## config.mk

```make
export PLATFORM = sky130hd
export DESIGN_NAME = blob_sort_top
export DESIGN_NICKNAME = d
export VERILOG_FILES = /design/src/blob_sort_pkg.sv /design/src/blob_sort_ctrl.sv /design/src/blob_fetch.sv /design/src/rank_table.sv /design/src/blob_sort_top.sv
export SDC_FILE = /design/constraint.sdc
export NUM_CORES = 1
export LEC_CHECK = 0
export ABC_AREA = 1
export BUFFER_PORTS_ARGS = -buffer_cell sky130_fd_sc_hd__buf_2
export CORE_MARGIN = 8
export CORE_UTILIZATION = 40
export DETAILED_ROUTE_END_ITERATION = 6
export PLACE_DENSITY_LB_ADDON = 0.1
export SETUP_SLACK_MARGIN = 0.15
export SLEW_MARGIN = 20
export SYNTH_ARGS = -nofsm -noshare
export SYNTH_HDL_FRONTEND = slang
export SYNTH_SLANG_ARGS = --single-unit
```

## constraint.sdc

```tcl
create_clock -name clk -period 5.1 [get_ports clk]
set_clock_uncertainty 0.2 [all_clocks]
set_input_delay 1.02 -clock clk [delete_from_list [all_inputs] [get_ports clk]]
set_output_delay 1.02 -clock clk [all_outputs]
set_load 0.02 [all_outputs]
```

## src/blob_sort_pkg.sv

```systemverilog
package blob_sort_pkg;

	// main-memory bus, read only from the ranker's side
	typedef logic [17:0] mem_addr_t;
	typedef logic [31:0] mem_word_t;

	// ranking key, either blob size or y centroid zero-extended
	typedef logic [15:0] blob_key_t;

	// address of word 0 of a record in main memory
	typedef logic [17:0] blob_ptr_t;

	// entry index into the 18-entry rank tables
	typedef logic [4:0] slot_idx_t;

	typedef logic [7:0] color_t;
	typedef logic [15:0] blob_count_t;

	// number of blobs passing both filters, wraps on overflow
	typedef logic [7:0] valid_count_t;

	typedef enum logic {
		mode_biggest = 1'b0,
		mode_highest = 1'b1
	} sort_mode_e;

	// controller states, one record in flight at a time
	typedef enum logic [3:0] {
		st_idle,
		st_clear,
		st_word0,
		st_check_color,
		st_word1,
		st_check_size,
		st_read_rank,
		st_compare,
		st_shift,
		st_insert,
		st_done
	} sort_state_e;

	// record table left behind by blob extraction
	localparam mem_addr_t BLOB_BASE = 18'd200000;
	localparam int WORDS_PER_BLOB = 3;

	// word 1 layout is x [31:24], y [23:16], size [15:0]
	localparam int Y_LSB = 16;

	// colour slots 1..6, three ranks each
	localparam int NUM_COLORS = 6;
	localparam int NUM_RANKS = 3;
	localparam int TABLE_DEPTH = NUM_COLORS * NUM_RANKS;

	// pointer value marking an unused table entry
	localparam blob_ptr_t PTR_EMPTY = '1;

endpackage

```

## src/blob_sort_ctrl.sv

```systemverilog
`timescale 1ns/100ps

module blob_sort_ctrl (
	input  logic                      clk,
	input  logic                      rst,
	input  logic                      enable,
	input  logic                      find_highest,
	input  logic                      color_ok,
	input  logic                      size_ok,
	input  logic                      scan_end,
	input  logic                      clear_busy,
	input  logic                      new_better,
	output logic                      fetch_start,
	output logic                      fetch_word0,
	output logic                      fetch_word1,
	output logic                      clear_start,
	output logic                      table_read,
	output logic                      table_shift,
	output logic                      table_insert,
	output logic [1:0]                rank_sel,
	output blob_sort_pkg::sort_mode_e mode,
	output logic                      sort_done
);
	import blob_sort_pkg::*;

	localparam logic [1:0] LAST_RANK = 2'(NUM_RANKS - 1);

	sort_state_e state;
	sort_state_e state_nxt;
	logic enable_d;
	logic start;
	// rank under test, later the rank the new blob goes to
	logic [1:0] rank;
	logic [1:0] rank_nxt;
	// destination of the shift in progress, walks upward
	logic [1:0] dst;
	logic [1:0] dst_nxt;
	// first or second cycle of a table write
	logic step;
	logic step_nxt;

	// a pass begins on the rising edge of enable only
	assign start = enable && !enable_d;

	assign sort_done = (state == st_done);

	always_ff @(posedge clk) begin
		if (rst) begin
			state <= st_idle;
			enable_d <= 1'b0;
			rank <= '0;
			dst <= '0;
			step <= 1'b0;
			mode <= mode_biggest;
		end else begin
			state <= state_nxt;
			enable_d <= enable;
			rank <= rank_nxt;
			dst <= dst_nxt;
			step <= step_nxt;
			// mode is frozen for the whole pass
			if (state == st_idle && start) begin
				mode <= find_highest ? mode_highest : mode_biggest;
			end
		end
	end

	always_comb begin
		state_nxt = state;
		rank_nxt = rank;
		dst_nxt = dst;
		step_nxt = step;
		fetch_start = 1'b0;
		fetch_word0 = 1'b0;
		fetch_word1 = 1'b0;
		clear_start = 1'b0;
		table_read = 1'b0;
		table_shift = 1'b0;
		table_insert = 1'b0;
		rank_sel = rank;
		case (state)
			st_idle: begin
				if (start) begin
					fetch_start = 1'b1;
					clear_start = 1'b1;
					state_nxt = st_clear;
				end
			end
			// clear_busy drops in the last clear cycle
			st_clear: begin
				if (!clear_busy) begin
					state_nxt = st_word0;
				end
			end
			st_word0: begin
				if (scan_end) begin
					state_nxt = st_done;
				end else begin
					fetch_word0 = 1'b1;
					state_nxt = st_check_color;
				end
			end
			// rejected colour goes straight to the next record
			st_check_color: begin
				state_nxt = color_ok ? st_word1 : st_word0;
			end
			st_word1: begin
				fetch_word1 = 1'b1;
				state_nxt = st_check_size;
			end
			st_check_size: begin
				if (size_ok) begin
					rank_nxt = '0;
					state_nxt = st_read_rank;
				end else begin
					state_nxt = st_word0;
				end
			end
			st_read_rank: begin
				table_read = 1'b1;
				state_nxt = st_compare;
			end
			st_compare: begin
				if (new_better) begin
					step_nxt = 1'b0;
					dst_nxt = LAST_RANK;
					// worst rank wins need no shifting
					state_nxt = (rank == LAST_RANK) ? st_insert : st_shift;
				end else if (rank == LAST_RANK) begin
					// lost against all three ranks
					state_nxt = st_word0;
				end else begin
					rank_nxt = rank + 2'd1;
					state_nxt = st_read_rank;
				end
			end
			// read rank dst-1, then write it into dst
			st_shift: begin
				if (!step) begin
					table_read = 1'b1;
					rank_sel = dst - 2'd1;
					step_nxt = 1'b1;
				end else begin
					table_shift = 1'b1;
					rank_sel = dst;
					step_nxt = 1'b0;
					if (dst == rank + 2'd1) begin
						state_nxt = st_insert;
					end else begin
						dst_nxt = dst - 2'd1;
					end
				end
			end
			// insert also spans two cycles, same cost as a shift
			st_insert: begin
				if (!step) begin
					table_insert = 1'b1;
					step_nxt = 1'b1;
				end else begin
					step_nxt = 1'b0;
					state_nxt = st_word0;
				end
			end
			// hold the done level until enable falls
			st_done: begin
				state_nxt = st_done;
			end
			default: begin
				state_nxt = st_idle;
			end
		endcase
		// dropping enable abandons the pass from any state
		if (!enable) begin
			state_nxt = st_idle;
		end
	end

endmodule

```

## src/blob_fetch.sv

```systemverilog
`timescale 1ns/100ps

module blob_fetch (
	input  logic                        clk,
	input  logic                        rst,
	input  logic                        fetch_start,
	input  logic                        fetch_word0,
	input  logic                        fetch_word1,
	input  blob_sort_pkg::sort_mode_e   mode,
	input  blob_sort_pkg::blob_key_t    min_size,
	input  blob_sort_pkg::blob_count_t  blob_count,
	input  blob_sort_pkg::mem_word_t    data_read,
	output blob_sort_pkg::mem_addr_t    address,
	output logic                        color_ok,
	output logic                        size_ok,
	output logic                        scan_end,
	output blob_sort_pkg::blob_key_t    new_key,
	output blob_sort_pkg::blob_ptr_t    new_ptr,
	output blob_sort_pkg::color_t       new_color,
	output blob_sort_pkg::valid_count_t valid_blobs
);
	import blob_sort_pkg::*;

	// word offset of the current record from BLOB_BASE
	mem_addr_t rec_off;
	blob_count_t rec_idx;
	// data_read holds the word requested one cycle earlier
	logic word0_pend;
	logic word1_pend;
	logic advance;
	color_t rd_color;
	blob_key_t rd_size;
	logic [7:0] rd_y;

	assign rd_color = data_read[7:0];
	assign rd_size = data_read[15:0];
	assign rd_y = data_read[Y_LSB +: 8];

	// only slots 1..NUM_COLORS are tracked
	assign color_ok = (rd_color != '0) && (rd_color <= color_t'(NUM_COLORS));
	assign size_ok = (rd_size >= min_size);
	assign scan_end = (rec_idx == blob_count);

	// record done when colour fails, or once word 1 has been judged
	assign advance = (word0_pend && !color_ok) || word1_pend;

	always_ff @(posedge clk) begin
		if (rst) begin
			word0_pend <= 1'b0;
			word1_pend <= 1'b0;
			rec_off <= '0;
			rec_idx <= '0;
			address <= '0;
			valid_blobs <= '0;
		end else begin
			word0_pend <= fetch_word0;
			word1_pend <= fetch_word1;
			if (fetch_start) begin
				rec_off <= '0;
				rec_idx <= '0;
				address <= BLOB_BASE;
				valid_blobs <= '0;
			end else begin
				// word 0 is on the bus already, move on to word 1
				if (fetch_word0) begin
					address <= BLOB_BASE + rec_off + mem_addr_t'(1);
				end
				// park the address on word 0 of the next record
				if (advance) begin
					rec_off <= rec_off + mem_addr_t'(WORDS_PER_BLOB);
					rec_idx <= rec_idx + 16'd1;
					address <= BLOB_BASE + rec_off + mem_addr_t'(WORDS_PER_BLOB);
				end
				// word 1 is only requested after the colour passed
				if (word1_pend && size_ok) begin
					valid_blobs <= valid_blobs + 8'd1;
				end
			end
		end
	end

	// candidate fields for the rank table
	always_ff @(posedge clk) begin
		if (word0_pend) begin
			new_color <= rd_color;
		end
		if (word1_pend) begin
			new_ptr <= blob_ptr_t'(BLOB_BASE + rec_off);
			new_key <= (mode == mode_highest) ? blob_key_t'(rd_y) : rd_size;
		end
	end

endmodule

```

## src/rank_table.sv

```systemverilog
`timescale 1ns/100ps

module rank_table (
	input  logic                     clk,
	input  logic                     rst,
	input  logic                     clear_start,
	input  logic                     table_read,
	input  logic                     table_shift,
	input  logic                     table_insert,
	input  logic [1:0]               rank_sel,
	input  blob_sort_pkg::blob_key_t new_key,
	input  blob_sort_pkg::blob_ptr_t new_ptr,
	input  blob_sort_pkg::color_t    new_color,
	input  blob_sort_pkg::slot_idx_t ptr_rd_addr,
	output logic                     clear_busy,
	output logic                     new_better,
	output blob_sort_pkg::blob_ptr_t ptr_rd_data
);
	import blob_sort_pkg::*;

	localparam slot_idx_t LAST_SLOT = slot_idx_t'(TABLE_DEPTH - 1);

	// rank r of colour c lives at r * NUM_COLORS + (c - 1)
	blob_key_t key_mem [TABLE_DEPTH];
	blob_ptr_t ptr_mem [TABLE_DEPTH];

	slot_idx_t col_off;
	slot_idx_t idx;
	slot_idx_t clear_cnt;
	logic clear_run;
	// entry fetched by table_read, also the source of a shift
	blob_key_t rd_key;
	blob_ptr_t rd_ptr;
	// single write port shared by clear, shift and insert
	logic wr_en;
	slot_idx_t wr_idx;
	blob_key_t wr_key;
	blob_ptr_t wr_ptr;

	assign col_off = slot_idx_t'(new_color - 8'd1);
	assign idx = {3'b000, rank_sel} * slot_idx_t'(NUM_COLORS) + col_off;

	// strict compare, ties keep the earlier blob ahead
	assign new_better = (new_key > rd_key);

	// low in the final clear cycle so the controller leaves on time
	assign clear_busy = clear_run && (clear_cnt != LAST_SLOT);

	always_ff @(posedge clk) begin
		if (rst) begin
			clear_run <= 1'b0;
			clear_cnt <= '0;
		end else if (clear_start) begin
			clear_run <= 1'b1;
			clear_cnt <= '0;
		end else if (clear_run) begin
			clear_cnt <= clear_cnt + 5'd1;
			if (clear_cnt == LAST_SLOT) begin
				clear_run <= 1'b0;
			end
		end
	end

	always_comb begin
		wr_en = 1'b0;
		wr_idx = idx;
		wr_key = new_key;
		wr_ptr = new_ptr;
		if (clear_run) begin
			// one entry per cycle back to empty
			wr_en = 1'b1;
			wr_idx = clear_cnt;
			wr_key = '0;
			wr_ptr = PTR_EMPTY;
		end else if (table_shift) begin
			// demote the entry read in the previous cycle
			wr_en = 1'b1;
			wr_key = rd_key;
			wr_ptr = rd_ptr;
		end else if (table_insert) begin
			wr_en = 1'b1;
		end
	end

	always_ff @(posedge clk) begin
		if (wr_en) begin
			key_mem[wr_idx] <= wr_key;
			ptr_mem[wr_idx] <= wr_ptr;
		end
		if (table_read) begin
			rd_key <= key_mem[idx];
			rd_ptr <= ptr_mem[idx];
		end
	end

	// second pointer port for the outside reader, one cycle latency
	always_ff @(posedge clk) begin
		if (ptr_rd_addr <= LAST_SLOT) begin
			ptr_rd_data <= ptr_mem[ptr_rd_addr];
		end else begin
			ptr_rd_data <= PTR_EMPTY;
		end
	end

endmodule

```

## src/blob_sort_top.sv

```systemverilog
`timescale 1ns/100ps

module blob_sort_top (
	input  logic                        clk,
	input  logic                        rst,
	input  logic                        enable,
	input  logic                        find_highest,
	input  blob_sort_pkg::blob_key_t    min_size,
	input  blob_sort_pkg::blob_count_t  blob_count,
	input  blob_sort_pkg::mem_word_t    data_read,
	output blob_sort_pkg::mem_addr_t    address,
	input  blob_sort_pkg::slot_idx_t    ptr_rd_addr,
	output blob_sort_pkg::blob_ptr_t    ptr_rd_data,
	output blob_sort_pkg::valid_count_t valid_blobs,
	output logic                        sort_done
);
	import blob_sort_pkg::*;

	// controller to fetcher
	logic fetch_start;
	logic fetch_word0;
	logic fetch_word1;
	logic color_ok;
	logic size_ok;
	logic scan_end;
	sort_mode_e mode;

	// controller to rank table
	logic clear_start;
	logic clear_busy;
	logic table_read;
	logic table_shift;
	logic table_insert;
	logic new_better;
	logic [1:0] rank_sel;

	// candidate record, fetcher to rank table
	blob_key_t new_key;
	blob_ptr_t new_ptr;
	color_t new_color;

	// all ports share names with the nets above
	blob_sort_ctrl i_ctrl (.*);

	blob_fetch i_fetch (.*);

	rank_table i_table (.*);

endmodule

```

# --- Word-level counts from Yosys, hierarchy flattened ---
# Memory sizes are Yosys's and may differ from the RTL's. A register that Yosys moved wholly into a read port is not among the register bits.
# Cells that the tools add are included.
word_totals:
  ram_bits: 612
  input_bits: 73
  register_bits: 118
  out_inout_bits: 45
  n_memories: 2
classes:
  bitwise_logic: 1
  n_mul: 1
  n_reduce_logical: 24
  n_addsub: 11
  magnitude_cmp: 4
  muxes: 52
  n_eq_ne: 25
memory_table:
  columns: ["name", "depth", "word_bits", "rd", "rd_clocked_by_memory_dff", "write_ports", "line", "text"]
  rows:
  - ["i_table.ptr_mem", 18, 18, 2, 2, 1, "rank_table.sv:25", "blob_ptr_t ptr_mem [TABLE_DEPTH];"]
  - ["i_table.key_mem", 18, 16, 1, 1, 1, "rank_table.sv:24", "blob_key_t key_mem [TABLE_DEPTH];"]
op_table:
  columns: ["operator", "n"]
  rows:
  - ["2-to-1 mux 18 bit", 5]
  - ["one-hot mux 4 bit (11 select lines)", 1]
  - ["adder 18 x 2 -> 18 bit (second input constant)", 2]
  - ["2-to-1 mux 16 bit", 2]
  - ["2-to-1 mux 4 bit", 7]
  - ["2-to-1 mux 1 bit", 20]
  - ["adder 18 x 1 -> 18 bit (second input constant)", 1]
  - ["adder 18 bit (first input constant)", 1]
  - ["adder 16 x 1 -> 16 bit (second input constant)", 1]
  - ["== test 16 bit", 1]
  - ["== test 4 x 3 -> 1 bit (second input constant)", 4]
  - [">= comparator 16 bit", 1]
  - ["> comparator 16 bit", 1]
  - ["2-to-1 mux 2 bit", 8]
  - ["== test 4 bit (second input constant)", 3]
  - ["!= test 2 x 1 -> 1 bit (second input constant)", 6]
  - ["2-to-1 mux 3 bit", 3]
  - ["adder 8 x 1 -> 8 bit (second input constant)", 1]
  - ["== test 4 x 2 -> 1 bit (second input constant)", 2]
  - ["less-or-equal comparator 8 x 3 -> 1 bit (second input constant)", 1]
  - ["2-to-1 mux 8 bit", 1]
  - ["!= test 2 bit (second input constant)", 4]
  - ["one-hot mux 2 bit (2 select lines)", 2]
  - ["AND reduction 4 bit", 2]
  - ["25 further kinds", 38]

# --- Logic depth before layout (Yosys ltp) ---
logic_depth:
  ltp_word: 7
  depth_mapped: 22

# --- By module ---
# Synthesis repeated with hierarchy kept, for this count alone.
unflattened:
  cells_unflattened: 3874
  area_unflattened_um2: 37252.0
by_module_without_submodules:
  columns: ["module", "area_each_um2", "seq_area_each_um2", "n_inst", "cells_each"]
  rows:
  - ["rank_table", 30952.2, 19879.1, 1, 3075]
  - ["blob_fetch", 5544.1, 2502.4, 1, 672]
  - ["blob_sort_ctrl", 755.7, 220.2, 1, 127]

# --- Worst setup path after synthesis ---
# Ideal clock, no wire load.
synth_timing:
  path_type: "flip-flop to flip-flop"
  start: "register i_ctrl.state[3]"
  end: "memory i_table.key_mem[0][0] (netlist name) (enable)"
  setup_time_ps: 425
  period_less_slack_ps: 5219
  n_path_buf: 1
  slack_ps: -119
  t_arrival_ps: 4594
  stages_incl_launch_ff: 21
  required_ps: 4475
  cell_sequence: "dfxtp_1 inv_2 nor2_1 inv_2 nor2_4 inv_2 nor2_4 inv_2 buf_2 o22ai_1 a21oi_1 ha_1 inv_1 ha_1 inv_1 fa_1 xnor2_2 o21ai_0 nor2_1 nand2_1 nor2_1"
synth_via:
  elab_chain_len: 7
  elab_cells_between_ends: 13
  classes_between: "add/sub: 1; mul: 1; eq/ne: 2; mux: 9"
synth_rtl:
  columns: ["element", "line", "text"]
  rows:
  - ["start: declaration", "blob_sort_ctrl.sv:28", "sort_state_e state;"]
  - ["start signal: assignment", "blob_sort_ctrl.sv:49", "state <= st_idle;"]
  - ["start signal: assignment", "blob_sort_ctrl.sv:56", "state <= state_nxt;"]
  - ["branches (longest 7 deep; another with adder 5 bit)", null, null]
  - ["end: declaration", "rank_table.sv:24", null]
# Several ways; the timed one is not identified.

# --- Worst setup path after layout ---
layout_timing:
  start: "register i_ctrl.state[3]"
  end: "memory i_table.ptr_mem[15][2] (netlist name) (enable)"
layout_via:
  elab_chain_len: 7
  elab_cells_between_ends: 13
  classes_between: "add/sub: 1; mul: 1; eq/ne: 2; mux: 9"
layout_rtl:
  columns: ["element", "line"]
  rows:
  - ["branches (longest 7 deep; another with adder 5 bit)", null]
  - ["end: declaration", "rank_table.sv:25"]
# Several ways; the timed one is not identified.

==> reports/metrics.yaml <==
run_status:
  status: "completed"
floorplan:
  rows: 110
  num_io_pins: 118
  fp.dieW_um: 316.0
  initial_core_util_pct: 40.17
  core_um2: 89600
  dieArea_um2: 99830
  fp.dieH_um: 316.0
yosys:
  yosys-top-cells-area: "edfxtp_1, o21ai_0, dfxtp_1"
  yosysSeqAreaShare_pct: 62.55
  synth_top_family_by_area: "compound AO/OA/AOI/OAI gates"
  synth_top_area_share_pct: 57.15
  synthMuxAreaShare_pct: 0.6292
  synthSimpleGateAreaFrac_pct: 12.14
  synth_ff_type: "edfxtp_1"
  async_flop_share_pct: 0
  synth_fa_ha_area_share_pct: 1.815
  syn_inst: 3471
  synth_area_per_cell_um2: 10.37
  synth_seq_cells: 782
  ys_warn_count: 0
  synth_common_cells: "edfxtp_1, o21ai_0, nand2_1"
  synthesis.nets: 3595
  synth_xor_area_share_pct: 1.356
  synth-compound-area-share_pct: 15.67
  yosys.area.top_type: "edfxtp_1"
  yosysMostFrequentCell: "edfxtp_1"
  synth-edff-count: 685
  ys_types: 51
  netlist_area_um2: 35990
clock_network:
  cts.clk_slew.worst_paths_ns: 0.06
  cts_buffer_depth: 3
  post_cts_buffers: 0
  clock_latency_ns: 0.63
  cts_tree: "yes"
  h-tree-depth: 3
  clock-sinks: 782
  root_buffer: "clkbuf_16"
  cts_buffers: 85
critical_path:
  cp_num_buf_inv: 7
  start_kind: "flip-flop"
  rrSetupSlack_ns: 0.36
  reg2reg_to: "i_table.ptr_mem[15][2]"
  crit_path_start: "i_ctrl.state[3]"
  r2r_cells: 19
  cp.depth: 19
  cp_slowest_stage_delay_ns: 0.55
  crit_chain: "inv_2 > nor2_1 > inv_2 > nor2_4 > inv_2 > nor2_4 > inv_2 > o22ai_1 > a21oi_1 > ha_1 > inv_1 > ha_1 > inv_1 > fa_4 > xnor2_4 > o21ai_0 > nand3_1 > nor2_4 > buf_4"
  cp_top_family: "adder cells"
  critPathCaptureType: "flip-flop"
  crit_type: "reg2reg"
  cp-endpoint: "i_table.ptr_mem[15][2]"
  worstReg2RegStart: "i_ctrl.state[3]"
  cp_max_fo: 17
  crit_arrival_ns: 4.82
  cp_data_required_time_ns: 5.18
  crit_path_top_delay_cell: "fa_4"
  crit_top_cell: "inv_2"
pwr:
  pwr-share-clk_pct: 43.8
  power_density_nw_per_um2: 333.0
  peakVddDrop_mv: 0.2211
  power_switching_share_pct: 22.08
  power_mw: 13.58
  switching_power_mw: 2.998
  p_leak_nw: 14.41
  combPwrFrac_pct: 4.6
  p_int_mw: 10.58
  seqPwrFrac_pct: 51.6
drt:
  highest_layer: "met4"
  vias_per_cell: 5.610
  drc: 0
  dr.pass1.iters: 5
  met2_wirelength_mm: 51.69
  ant_nets: 0
  drt_iter0_drc: 2302
  wl_met3_mm: 7.459
  drt_wl_total_mm: 109.1
  met1_length_mm: 47.24
  num_vias: 26737
  detail_route.wl_per_cell_um: 22.89
placement:
  dpl.hpwl_mm: 62.91
  dpl_cell_area_um2: 38050
  place_congestion: 0.8498
  portBuffers: 109
  dp.cells: 4609
run:
  drv_cap: 0
timing:
  fin_crit_ns: 4.736
  fmax_mhz: 211.2
  slew_headroom_pct: 37.55
  fin_setup_tns_ns: 0
  hold_violations: 0
  maxSlewViolCount: 0
  tightest_slew_ns: 0.9367
  period_share_pct: 92.86
  rsz0062_at_grt: "no"
  setup_viol: 0
global_route:
  grt_pass1_wl_mm: 162.7
  grt.total_usage_pct: 21.47
  antenna_found_initial: 3
  grt_pass1_vias: 26409
  gr-total-overflow: 0
  grt_max_degree: 152
layout:
  layout-drive-gt1-share_pct: 10.93
  final_area_um2: 40780
  final_net_count: 3644
  fin_util_pct: 45.52
  area_growth_pct: 13.31
  fin_cells: 4766
min_path:
  holdCritPathClass: "reg2reg"
sequential cells by signal, indices dropped and copies added (netlist names):
name / count
i_table.clear_run: 1
i_table.clear_cnt: 5
i_ctrl.mode: 1
i_table.rd_ptr: 18
i_table.rd_key: 16
i_fetch.new_ptr: 18
i_fetch.address: 18
i_ctrl.enable_d: 1
i_table.ptr_mem: 324
i_ctrl.state: 4
i_table.key_mem: 288
i_fetch.new_key: 16
i_ctrl.dst: 2
i_fetch.word1_pend: 1
i_table.ptr_rd_data: 18
i_fetch.new_color: 5
i_fetch.valid_blobs: 8
i_ctrl.rank: 2
i_fetch.rec_off: 18
i_ctrl.step: 1
i_fetch.word0_pend: 1
i_fetch.rec_idx: 16
per-stage QoR:
step           hold WS [ns]  worst slack (ns)
2_1_floorplan        0.2029           -0.1186
3_3_place_gp         0.2636            0.1733
3_5_place_dp         0.2682            0.2365
4_1_cts              0.2777            0.2299
5_1_grt              0.2937            0.1585
6_report             0.2707            0.3641
power by group through the flow:
stage / clock [mW] / sequential [mW] / combinational [mW]
floorplan: 0 / 7.16 / 0.347
global placement: 0 / 7.15 / 0.611
detailed placement: 0 / 7.15 / 0.624
CTS: 6.08 / 7.01 / 0.626
global route: 6.33 / 7.01 / 0.688
finish: 5.94 / 7.01 / 0.625
area by class of cell:
| cell class | count | area [um2] |
|---|---|---|
| clock inverters | 44 | 342.8 |
| well taps | 1176 | 1471 |
| diodes | 2 | 5.005 |
| flip-flops and latches | 782 | 22510 |
| inverters | 300 | 1135 |
| clock buffers | 111 | 2330 |
| fillers | 8199 | 48820 |
| repair buffers | 179 | 1356 |
| multi-input cells | 2172 | 11630 |
cell usage in the layout (no fill, tap or decap), types with 16 or more instances in the layout:
| master | netlist | routed |
|---|---|---|
| nor2_1 | 346 | 328 |
| clkbuf_16 | 0 | 89 |
| clkbuf_1 | 115 | 20 |
| inv_2 | 17 | 16 |
| dfxtp_1 | 97 | 96 |
| o221ai_1 | 67 | 67 |
| o21ai_1 | 21 | 22 |
| xor2_1 | 47 | 47 |
| o21ai_0 | 501 | 500 |
| mux2i_1 | 17 | 17 |
| buf_4 | 13 | 49 |
| nand3_1 | 239 | 239 |
| buf_12 | 0 | 21 |
| nand2_1 | 374 | 374 |
| edfxtp_1 | 685 | 685 |
| ha_1 | 49 | 48 |
| inv_1 | 279 | 277 |
| nor2_4 | 6 | 24 |
| a21oi_1 | 317 | 301 |
| o211ai_1 | 81 | 81 |
| buf_2 | 70 | 108 |
| a21oi_2 | 1 | 17 |
| clkinv_1 | 4 | 20 |
| nor3_1 | 22 | 22 |
cell families (layout without fill, tap and decap cells):
kind of cell	count (synthesis)	in the layout
mux	22	22
simple gates	1030	1030
flops	782	782
fa+ha+maj	51	51
compound gates	1015	1015
xor+xnor	54	54
other cells	0	2
buf+inv	517	634
worst min-delay path: stages (launching register included):
cell and delay [ns]:
dfxtp_1 0.31, nand2_1 0.06, a21oi_1 0.06
what timing repair did:
| action | 4_1_cts | 5_1_grt |
|---|---|---|
| endpoints found under the setup margin | 0 | 217 |
| resized for setup | 0 | 1 |
| hold buffers | 0 | 0 |
worst min-delay path by stage:
stage,slack (ns),cells past startpoint,startpoint,to
after CTS,0.28,2,i_fetch.address[12],i_fetch.address[12]
final,0.27,2,i_fetch.address[12],i_fetch.address[12]
after global placement,0.26,2,i_fetch.address[12],i_fetch.address[12]
after floorplan,0.20,0,i_fetch.rec_off[3],i_fetch.new_ptr[3]
after detailed placement,0.27,2,i_fetch.address[12],i_fetch.address[12]
after global routing,0.29,2,i_fetch.address[12],i_fetch.address[12]
metal layers:
layer | GRT usage (%) | vias up
li1 | - | 12475
met2 | 35.79 | 967
met4 | 6.345 | 0
met1 | 28.79 | 13106
met5 | 0 | -
met3 | 3.508 | 189
Power figures use the tool's default switching activity.
